--- src/hdl/i2cPkg.sv ---
// I2C master shared definitions
// Configuration word layout, sequencer states and APB register map

package i2cPkg;

	////////////////////
	// Register widths
	////////////////////

	// Timeout register holds a count of quarter ticks
	localparam int timeoutWidth = 14;

	////////////////////
	// Configuration word
	////////////////////

	// Stored at the config address, bit 0 is the LSB
	typedef struct packed {
		// Write-only start request, never stored
		logic       go;
		// Number of data bytes, zero behaves as one
		logic [4:0] byteCount;
		// 7-bit target address
		logic [6:0] slaveAddr;
		// 1 = read, 0 = write
		logic       readNotWrite;
	} i2cCfg;

	// Sequencer FSM states
	typedef enum logic [3:0] {
		idle,
		start,
		addrBits,
		addrAck,
		writeBits,
		writeAck,
		readBits,
		readAck,
		stop
	} seqState;

	// APB register byte addresses
	typedef enum logic [31:0] {
		regTxData  = 32'd0,
		regRxData  = 32'd4,
		regConfig  = 32'd8,
		regTimeout = 32'd12
	} regAddr;

endpackage

--- src/hdl/apbI2cTop.sv ---
// APB to I2C master top level
// Register block, TX and RX byte FIFOs, bit timer and sequencer

`timescale 1ns/1ps

module apbI2cTop #(
	parameter int FIFO_DEPTH     = 8,
	parameter int QUARTER_CYCLES = 4
) (
	input  logic        PCLK,
	input  logic        PRESETn,
	input  logic        PSELx,
	input  logic        PENABLE,
	input  logic        PWRITE,
	input  logic [31:0] PADDR,
	input  logic [31:0] PWDATA,
	output logic [31:0] PRDATA,
	output logic        PREADY,
	output logic        PSLVERR,
	output logic        INT_TX,
	output logic        INT_RX,
	output logic        scl,
	output logic        sdaOut,
	output logic        sdaOe,
	input  logic        sdaIn
);

	////////////////////
	// Internal nets
	////////////////////

	logic                            txPush;
	logic [7:0]                      txData;
	logic                            rxPop;
	i2cPkg::i2cCfg                   cfg;
	logic [i2cPkg::timeoutWidth-1:0] timeoutLimit;
	logic                            startCmd;
	logic [7:0]                      txHead;
	logic                            txEmpty;
	logic                            txFull;
	logic [7:0]                      rxHead;
	logic                            rxEmpty;
	logic                            rxFull;
	logic                            txPop;
	logic                            rxPush;
	logic [7:0]                      rxData;
	logic                            errorFlag;
	logic                            timerRun;
	logic                            waitData;
	logic                            quarterTick;
	logic [1:0]                      quarterIndex;
	logic                            starved;

	// Interrupts are plain empty levels
	assign INT_TX = txEmpty;
	assign INT_RX = rxEmpty;

	apbRegs apbRegsInst (
		.PCLK(PCLK), .PRESETn(PRESETn), .PSELx(PSELx), .PENABLE(PENABLE),
		.PWRITE(PWRITE), .PADDR(PADDR), .PWDATA(PWDATA),
		.rxHead(rxHead), .txFull(txFull), .rxEmpty(rxEmpty), .errorFlag(errorFlag),
		.PRDATA(PRDATA), .PREADY(PREADY), .PSLVERR(PSLVERR),
		.txPush(txPush), .txData(txData), .rxPop(rxPop),
		.cfg(cfg), .timeoutLimit(timeoutLimit), .startCmd(startCmd)
	);

	// APB side pushes, sequencer pops
	byteFifo #(.DEPTH(FIFO_DEPTH)) txFifo (
		.PCLK(PCLK), .PRESETn(PRESETn), .push(txPush), .pushData(txData),
		.pop(txPop), .head(txHead), .empty(txEmpty), .full(txFull)
	);

	// Sequencer pushes, APB side pops
	byteFifo #(.DEPTH(FIFO_DEPTH)) rxFifo (
		.PCLK(PCLK), .PRESETn(PRESETn), .push(rxPush), .pushData(rxData),
		.pop(rxPop), .head(rxHead), .empty(rxEmpty), .full(rxFull)
	);

	bitTimer #(.QUARTER_CYCLES(QUARTER_CYCLES)) timerInst (
		.PCLK(PCLK), .PRESETn(PRESETn), .timerRun(timerRun), .waitData(waitData),
		.timeoutLimit(timeoutLimit), .quarterTick(quarterTick),
		.quarterIndex(quarterIndex), .starved(starved)
	);

	i2cSequencer seqInst (
		.PCLK(PCLK), .PRESETn(PRESETn), .startCmd(startCmd), .cfg(cfg),
		.quarterTick(quarterTick), .quarterIndex(quarterIndex), .starved(starved),
		.txHead(txHead), .txEmpty(txEmpty), .rxFull(rxFull), .sdaIn(sdaIn),
		.timerRun(timerRun), .waitData(waitData), .txPop(txPop), .rxPush(rxPush),
		.rxData(rxData), .scl(scl), .sdaOut(sdaOut), .sdaOe(sdaOe), .errorFlag(errorFlag)
	);

endmodule

--- src/hdl/apbRegs.sv ---
// APB register block for the I2C master
// Decodes TX push, RX pop, config and timeout, raises FIFO and start strobes

`timescale 1ns/1ps

module apbRegs (
	input  logic                               PCLK,
	input  logic                               PRESETn,
	input  logic                               PSELx,
	input  logic                               PENABLE,
	input  logic                               PWRITE,
	input  logic [31:0]                        PADDR,
	input  logic [31:0]                        PWDATA,
	input  logic [7:0]                         rxHead,
	input  logic                               txFull,
	input  logic                               rxEmpty,
	input  logic                               errorFlag,
	output logic [31:0]                        PRDATA,
	output logic                               PREADY,
	output logic                               PSLVERR,
	output logic                               txPush,
	output logic [7:0]                         txData,
	output logic                               rxPop,
	output i2cPkg::i2cCfg                      cfg,
	output logic [i2cPkg::timeoutWidth-1:0]    timeoutLimit,
	output logic                               startCmd
);

	logic access;
	logic hitTx;
	logic hitRx;
	logic hitCfg;
	logic hitTimeout;
	logic badAddr;
	i2cPkg::i2cCfg wrCfg;

	// Access phase of a selected transfer
	assign access = PSELx & PENABLE;

	// Address decode
	assign hitTx      = (PADDR == i2cPkg::regTxData);
	assign hitRx      = (PADDR == i2cPkg::regRxData);
	assign hitCfg     = (PADDR == i2cPkg::regConfig);
	assign hitTimeout = (PADDR == i2cPkg::regTimeout);
	assign badAddr    = ~(hitTx | hitRx | hitCfg | hitTimeout);

	// Zero wait states
	assign PREADY = access;

	// Refused FIFO accesses and sequencer errors all flag the bus
	assign PSLVERR = access & (badAddr | (hitTx & PWRITE & txFull) |
		(hitRx & ~PWRITE & rxEmpty) | errorFlag);

	// FIFO strobes only when the FIFO can take them
	assign txPush = access & PWRITE & hitTx & ~txFull;
	assign txData = PWDATA[7:0];
	assign rxPop  = access & ~PWRITE & hitRx & ~rxEmpty;

	// RX head zero-extended to the bus width
	assign PRDATA = {24'd0, rxHead};

	// Go bit gives a one-cycle start
	assign wrCfg    = i2cPkg::i2cCfg'(PWDATA[13:0]);
	assign startCmd = access & PWRITE & hitCfg & wrCfg.go;

	////////////////////
	// Stored registers
	////////////////////

	always_ff @(posedge PCLK)
	begin
		if (!PRESETn)
		begin
			cfg          <= '0;
			timeoutLimit <= '0;
		end
		else if (access && PWRITE)
		begin
			// Go is not kept
			if (hitCfg)
				cfg <= i2cPkg::i2cCfg'({1'b0, PWDATA[12:0]});
			if (hitTimeout)
				timeoutLimit <= PWDATA[i2cPkg::timeoutWidth-1:0];
		end
	end

	// Each strobe lasts one cycle as APB never has two access cycles in a row
	assert property (@(posedge PCLK) disable iff (!PRESETn)
		(startCmd || txPush || rxPop) |=> !(startCmd || txPush || rxPop));

endmodule

--- src/hdl/bitTimer.sv ---
// Bit timer for the I2C master
// Quarter-bit ticks for SCL and a TX starvation counter

`timescale 1ns/1ps

module bitTimer #(
	parameter int QUARTER_CYCLES = 4
) (
	input  logic                            PCLK,
	input  logic                            PRESETn,
	input  logic                            timerRun,
	input  logic                            waitData,
	input  logic [i2cPkg::timeoutWidth-1:0] timeoutLimit,
	output logic                            quarterTick,
	output logic [1:0]                      quarterIndex,
	output logic                            starved
);

	localparam int preWidth = (QUARTER_CYCLES > 1) ? $clog2(QUARTER_CYCLES) : 1;

	logic [preWidth-1:0]             prescale;
	logic [i2cPkg::timeoutWidth-1:0] starveCount;

	// One tick per quarter of an SCL period
	assign quarterTick = timerRun && (prescale == preWidth'(QUARTER_CYCLES - 1));

	// Zero limit disables the timeout
	assign starved = waitData && (timeoutLimit != '0) && (starveCount == timeoutLimit);

	always_ff @(posedge PCLK)
	begin
		if (!PRESETn || !timerRun)
		begin
			prescale     <= '0;
			quarterIndex <= 2'd0;
			starveCount  <= '0;
		end
		else
		begin
			prescale <= quarterTick ? '0 : prescale + 1'b1;
			// Phase holds while the sequencer waits for TX data
			if (quarterTick && !waitData)
				quarterIndex <= quarterIndex + 2'd1;
			// Starvation count, saturating at the limit
			if (!waitData)
				starveCount <= '0;
			else if (quarterTick && starveCount != timeoutLimit)
				starveCount <= starveCount + 1'b1;
		end
	end

endmodule

--- src/hdl/byteFifo.sv ---
// Byte FIFO with first-word fall-through head
// Circular buffer, registered empty and full flags

`timescale 1ns/1ps

module byteFifo #(
	parameter int DEPTH = 8
) (
	input  logic       PCLK,
	input  logic       PRESETn,
	input  logic       push,
	input  logic [7:0] pushData,
	input  logic       pop,
	output logic [7:0] head,
	output logic       empty,
	output logic       full
);

	localparam int ptrWidth = $clog2(DEPTH);

	logic [7:0]        mem [DEPTH];
	// Extra MSB tells full from empty
	logic [ptrWidth:0] wrPtr;
	logic [ptrWidth:0] rdPtr;
	logic [ptrWidth:0] wrNext;
	logic [ptrWidth:0] rdNext;
	logic              doPush;
	logic              doPop;

	// Refused requests fall away here
	assign doPush = push & ~full;
	assign doPop  = pop & ~empty;
	assign wrNext = wrPtr + {{ptrWidth{1'b0}}, doPush};
	assign rdNext = rdPtr + {{ptrWidth{1'b0}}, doPop};

	// Head reads straight from the array
	assign head = mem[rdPtr[ptrWidth-1:0]];

	always_ff @(posedge PCLK)
	begin
		if (doPush)
			mem[wrPtr[ptrWidth-1:0]] <= pushData;
	end

	always_ff @(posedge PCLK)
	begin
		if (!PRESETn)
		begin
			wrPtr <= '0;
			rdPtr <= '0;
			empty <= 1'b1;
			full  <= 1'b0;
		end
		else
		begin
			wrPtr <= wrNext;
			rdPtr <= rdNext;
			// Flags follow the next pointers
			empty <= (wrNext == rdNext);
			full  <= (wrNext[ptrWidth] != rdNext[ptrWidth]) &&
				(wrNext[ptrWidth-1:0] == rdNext[ptrWidth-1:0]);
		end
	end

	// Callers already check the flags
	assert property (@(posedge PCLK) disable iff (!PRESETn) pop |-> !empty);
	assert property (@(posedge PCLK) disable iff (!PRESETn) push |-> !full);

endmodule

--- src/hdl/i2cSequencer.sv ---
// I2C master sequencer
// START, address, data bytes and STOP, paced by quarter-bit ticks

`timescale 1ns/1ps

module i2cSequencer (
	input  logic          PCLK,
	input  logic          PRESETn,
	input  logic          startCmd,
	input  i2cPkg::i2cCfg cfg,
	input  logic          quarterTick,
	input  logic [1:0]    quarterIndex,
	input  logic          starved,
	input  logic [7:0]    txHead,
	input  logic          txEmpty,
	input  logic          rxFull,
	input  logic          sdaIn,
	output logic          timerRun,
	output logic          waitData,
	output logic          txPop,
	output logic          rxPush,
	output logic [7:0]    rxData,
	output logic          scl,
	output logic          sdaOut,
	output logic          sdaOe,
	output logic          errorFlag
);

	i2cPkg::seqState state;
	logic [2:0]      bitCount;
	logic [4:0]      byteIndex;
	logic [4:0]      lastIndex;
	logic [7:0]      shiftReg;
	logic            ackBit;
	logic            sdaLine;
	logic            loadSlot;

	// Zero byte count runs one byte
	assign lastIndex = (cfg.byteCount == 5'd0) ? 5'd0 : cfg.byteCount - 5'd1;
	assign timerRun  = (state != i2cPkg::idle);

	// Quarter 0 of the first bit of a write byte
	assign loadSlot = (state == i2cPkg::writeBits) && (bitCount == 3'd0) && (quarterIndex == 2'd0);
	assign waitData = loadSlot && txEmpty;
	assign txPop    = quarterTick && loadSlot && !txEmpty;

	// Received byte leaves after the eighth bit, dropped when RX is full
	assign rxPush = quarterTick && (state == i2cPkg::readBits) && (bitCount == 3'd7) &&
		(quarterIndex == 2'd3) && !rxFull;
	assign rxData = shiftReg;

	// Open-drain line as seen from the master
	assign sdaLine = ~sdaOe | sdaOut;

	always_ff @(posedge PCLK)
	begin
		if (!PRESETn)
		begin
			state     <= i2cPkg::idle;
			scl       <= 1'b1;
			sdaOut    <= 1'b1;
			sdaOe     <= 1'b0;
			errorFlag <= 1'b0;
			bitCount  <= 3'd0;
			byteIndex <= 5'd0;
		end
		else
		begin
			if (startCmd)
				errorFlag <= 1'b0;
			if (state == i2cPkg::idle)
			begin
				bitCount  <= 3'd0;
				byteIndex <= 5'd0;
				if (startCmd)
					state <= i2cPkg::start;
			end
			else if (starved)
			begin
				// No TX data in time
				state     <= i2cPkg::stop;
				errorFlag <= 1'b1;
			end
			else if (quarterTick && !waitData)
			begin
				// SCL high on quarter 1, low on quarter 3 except when ending STOP
				if (quarterIndex == 2'd1)
					scl <= 1'b1;
				if (quarterIndex == 2'd3 && state != i2cPkg::stop)
					scl <= 1'b0;
				case (state)
					i2cPkg::start:
					begin
						// SDA falls with SCL high
						if (quarterIndex == 2'd2)
						begin
							sdaOe  <= 1'b1;
							sdaOut <= 1'b0;
						end
						if (quarterIndex == 2'd3)
						begin
							shiftReg <= {cfg.slaveAddr, cfg.readNotWrite};
							state    <= i2cPkg::addrBits;
						end
					end
					i2cPkg::addrBits, i2cPkg::writeBits:
					begin
						if (quarterIndex == 2'd0)
						begin
							sdaOe <= 1'b1;
							// First write bit comes straight from the TX head
							if (loadSlot)
							begin
								sdaOut   <= txHead[7];
								shiftReg <= {txHead[6:0], 1'b0};
							end
							else
							begin
								sdaOut   <= shiftReg[7];
								shiftReg <= {shiftReg[6:0], 1'b0};
							end
						end
						if (quarterIndex == 2'd3)
						begin
							bitCount <= bitCount + 3'd1;
							if (bitCount == 3'd7)
								state <= (state == i2cPkg::addrBits) ? i2cPkg::addrAck :
									i2cPkg::writeAck;
						end
					end
					i2cPkg::addrAck, i2cPkg::writeAck:
					begin
						// Release SDA for the slave ACK
						if (quarterIndex == 2'd0)
						begin
							sdaOe  <= 1'b0;
							sdaOut <= 1'b1;
						end
						if (quarterIndex == 2'd2)
							ackBit <= sdaIn;
						if (quarterIndex == 2'd3)
						begin
							if (ackBit)
							begin
								state     <= i2cPkg::stop;
								errorFlag <= 1'b1;
							end
							else if (state == i2cPkg::addrAck)
								state <= cfg.readNotWrite ? i2cPkg::readBits : i2cPkg::writeBits;
							else if (byteIndex == lastIndex)
								state <= i2cPkg::stop;
							else
							begin
								byteIndex <= byteIndex + 5'd1;
								state     <= i2cPkg::writeBits;
							end
						end
					end
					i2cPkg::readBits:
					begin
						if (quarterIndex == 2'd0)
						begin
							sdaOe  <= 1'b0;
							sdaOut <= 1'b1;
						end
						// MSB first
						if (quarterIndex == 2'd2)
							shiftReg <= {shiftReg[6:0], sdaIn};
						if (quarterIndex == 2'd3)
						begin
							bitCount <= bitCount + 3'd1;
							if (bitCount == 3'd7)
							begin
								state <= i2cPkg::readAck;
								// Byte lost to a full RX FIFO
								if (rxFull)
									errorFlag <= 1'b1;
							end
						end
					end
					i2cPkg::readAck:
					begin
						// ACK every byte but the last
						if (quarterIndex == 2'd0)
						begin
							sdaOe  <= 1'b1;
							sdaOut <= (byteIndex == lastIndex);
						end
						if (quarterIndex == 2'd3)
						begin
							if (byteIndex == lastIndex)
								state <= i2cPkg::stop;
							else
							begin
								byteIndex <= byteIndex + 5'd1;
								state     <= i2cPkg::readBits;
							end
						end
					end
					i2cPkg::stop:
					begin
						// SDA low, SCL up, then SDA rises
						if (quarterIndex == 2'd0)
						begin
							sdaOe  <= 1'b1;
							sdaOut <= 1'b0;
						end
						if (quarterIndex == 2'd2)
						begin
							sdaOe  <= 1'b0;
							sdaOut <= 1'b1;
						end
						if (quarterIndex == 2'd3)
							state <= i2cPkg::idle;
					end
					default:
						state <= i2cPkg::idle;
				endcase
			end
		end
	end

	// SDA only moves under high SCL for START and STOP
	assert property (@(posedge PCLK) disable iff (!PRESETn)
		(scl && $past(scl) && state != i2cPkg::start && state != i2cPkg::stop) |->
		$stable(sdaLine));

endmodule

--- config.mk ---
export PLATFORM = sky130hd
export DESIGN_NAME = apbI2cTop
export DESIGN_NICKNAME = d
export VERILOG_FILES = /design/src/hdl/i2cPkg.sv /design/src/hdl/apbI2cTop.sv /design/src/hdl/apbRegs.sv /design/src/hdl/bitTimer.sv /design/src/hdl/byteFifo.sv /design/src/hdl/i2cSequencer.sv
export SDC_FILE = /design/constraint.sdc
export NUM_CORES = 1
export LEC_CHECK = 0
export BUFFER_PORTS_ARGS = -buffer_cell sky130_fd_sc_hd__buf_2
export CELL_PAD_IN_SITES_DETAIL_PLACEMENT = 1
export CELL_PAD_IN_SITES_GLOBAL_PLACEMENT = 2
export CORE_MARGIN = 2
export CORE_UTILIZATION = 44
export CTS_CLUSTER_DIAMETER = 100
export CTS_CLUSTER_SIZE = 28
export DETAILED_ROUTE_END_ITERATION = 7
export MAX_ROUTING_LAYER = met4
export PLACE_DENSITY_LB_ADDON = 0.12
export RECOVER_POWER = 100
export REMOVE_ABC_BUFFERS = 1
export SKIP_LAST_GASP = 1
export SLEW_MARGIN = 20
export SYNTH_ARGS = -nofsm -noshare
export SYNTH_HDL_FRONTEND = slang
export SYNTH_HIERARCHICAL = 1
export SYNTH_SLANG_ARGS = --single-unit
--- constraint.sdc ---
create_clock -name PCLK -period 5.9 [get_ports PCLK]
set_input_delay 0.59 -clock PCLK [delete_from_list [all_inputs] [get_ports PCLK]]
set_output_delay 0.59 -clock PCLK [all_outputs]
set_load 0.005 [all_outputs]
==> flow_metrics.tcl <==
set metrics [dict create \
    fin_cells 1183 \
    maxSlewViolCount 24 \
    drtAntennaViolNets 0 \
    die_w_um 158 \
    critPathKind "reg2reg" \
    initial_core_util_pct 44.7 \
    syn_to_final_growth_pct 5.72 \
    maxCapViolCount 2 \
    htree_levels 1 \
    setup_viol 0 \
    routed_via_density 5.50 \
    crit_required_ns 6.03 \
    grt_pass1_wl_um 37100 \
    cp_cell_sequence "or4_1 > nand2_1 > clkinv_1 > nand3_1 > nor4_1 > nor2b_1 > nand2b_1 > nor3b_1 > clkbuf_1" \
    insertion_delay_ns 0.49 \
    hold_path_class "in2reg" \
    vdd_drop_max_mv 0.240 \
    period_minus_slack_ns 4.13 \
    holdBufCountCts 0 \
    grt_max_degree 67 \
    die_h_um 158 \
    numPortBuffers 66 \
    drtIter0Drc 444 \
    p_leak_nw 3.39 \
    cts_resized 0 \
    synth.cell_area_um2 10500 \
    antenna_found_initial 0 \
    slowest_stage "dfxtp_1" \
    rsz0062_at_grt "false" \
    violations "capacitance limit, slew limit" \
    fp.dieArea_um2 25100 \
    yosysWarningCount 6 \
    crit_path_end_kind "flip-flop" \
    gr-usage-all-layers_pct 19.7 \
    grt_pass1_vias 6692 \
    worstSetupStartpointType "flip-flop" \
    drc_errors 0 \
    crit_arrival_ns 4.26 \
    cts_tree "yes" \
    dp_cells 1163 \
    finalCritPeriodShare_pct 70.1 \
    dp_hpwl_um 16600 \
    clock-root-buffer "clkbuf_16" \
    rows 56 \
    layout.nets 942 \
    gr-total-overflow 0 \
    cts_setup_buffers 0 \
    powerDensity_nw_per_um2 233 \
    tns_ns 0 \
    crit_path_max_fanout 24 \
    synthCells 823 \
    design.core.area_um2 23500 \
    clk_pin_slew_ns 0.10 \
    fin_skew_ns 0.0121 \
    antenna_cells 0 \
    clock_path_buffers 3 \
    cts.sinks 218 \
    hold_viol_final 0 \
    vias 6508 \
    gp_congestion 0.808 \
    numCtsBuffers 12 \
    post_drt_wl_per_cell_um 20.0 \
    fmax_mhz 242 \
    relSlewSlack_pct -75.2 \
    fillers 2429 \
    drt_wl_total_um 23700 \
    ios 109 \
    drive_gt1_share_pct 11.1 \
    status "finished with violations" \
    syn_area_per_cell_um2 12.7 \
    cpPeakStageDelay_ns 0.86 \
    tightest_slew_ns 2.61 \
    dr.pass1.iters 5 \
]
[stage by stage]
step / utilization (%) / area [um^2] / hold WS [ns] / total power, mW / worst slack, ns
finish: 47.3 / 11100 / 0.366 / 2.59 / 1.77
global route: 47.3 / 11100 / 0.349 / 2.67 / 1.30
CTS: 47.8 / 11200 / 0.301 / 2.62 / 1.72
detailed placement: 46.2 / 10800 / 0.438 / 1.70 / 1.76
global placement: 46.2 / 10800 / 0.415 / 1.70 / 1.87
floorplan: - / 10000 / 0.408 / 1.66 / 2.71
[routing by layer]
layer  GRT usage [%]  vias up  routed length, um
li1                -     3080                  -
met2            32.4      119              11500
met3            1.88       17                737
met4            3.65        0                307
met5               -        -                  0
met1            27.2     3292              11100
[path summary, 6_finish.rpt]
kind,start,to,slack [ns],cells past startpoint
worst min-delay path,sdaIn,seqInst/ackBit,0.37,1
worst max-delay path,seqInst/state[1],rxFifo/mem[4][2],1.77,9
worst min register to register,timerInst/prescale[0],timerInst/prescale[0],0.45,1
worst max register to register,seqInst/state[1],rxFifo/mem[4][2],1.77,9
[critical path, delay by kind of cell (launching register included)]
kind | cells | cell delay, ns
flip-flops | 1 | 0.86
buffers and inverters | 2 | 0.81
AND/OR/NAND/NOR | 7 | 2.09
[report_power, final]
| group | internal, mW | leakage, nW | switching [mW] |
|---|---|---|---|
| Combinational | 0.0180 | 1.51 | 0.0382 |
| Sequential | 1.61 | 1.70 | 0.0000000000666 |
| Clock | 0.419 | 0.181 | 0.508 |
| Total | 2.04 | 3.39 | 0.546 |
[final cells by class]
class,instances,area [um^2],area share [%]
Tap cell,319,399,3.60
Multi-Input combinational cell,538,4180,37.7
Clock buffer,15,333,3.00
Clock inverter,4,41.3,0.372
Inverter,12,45.0,0.406
Timing Repair Buffer,77,359,3.24
Sequential cell,218,5740,51.7
[layout by cell type (no fill, tap or decap), types with 5 or more instances in the layout]
cell type	instances
edfxtp_1	137
nand2_1	84
dfxtp_1	81
nor2_1	58
buf_2	47
mux2i_1	32
xnor2_1	31
mux4_1	30
a21oi_1	29
clkbuf_1	29
conb_1	24
o21ai_0	23
nand3_1	19
nand4_1	14
nor3_1	13
clkbuf_16	13
ha_1	13
mux2_2	12
xor2_1	12
a31oi_1	12
or3_1	12
inv_1	11
nor2b_1	9
nand2b_1	9
nor4_1	8
nand3b_1	7
nor3b_1	7
and3_1	7
o31ai_1	7
and2_0	6
nor4_4	6
and2_1	5
[state kept, by name, indices dropped and copies added (netlist names), 2 cells and up]
register	flops
rxFifo/mem	64
seqInst/state	4
rxFifo/wrPtr	4
timerInst/starveCount	14
rxFifo/rdPtr	4
timerInst/quarterIndex	2
apbRegsInst/timeoutLimit	14
seqInst/rxData	8
apbRegsInst/cfg	13
timerInst/prescale	2
txFifo/mem	64
txFifo/wrPtr	4
txFifo/rdPtr	4
seqInst/bitCount	3
seqInst/byteIndex	5
Power figures use the tool's default switching activity.
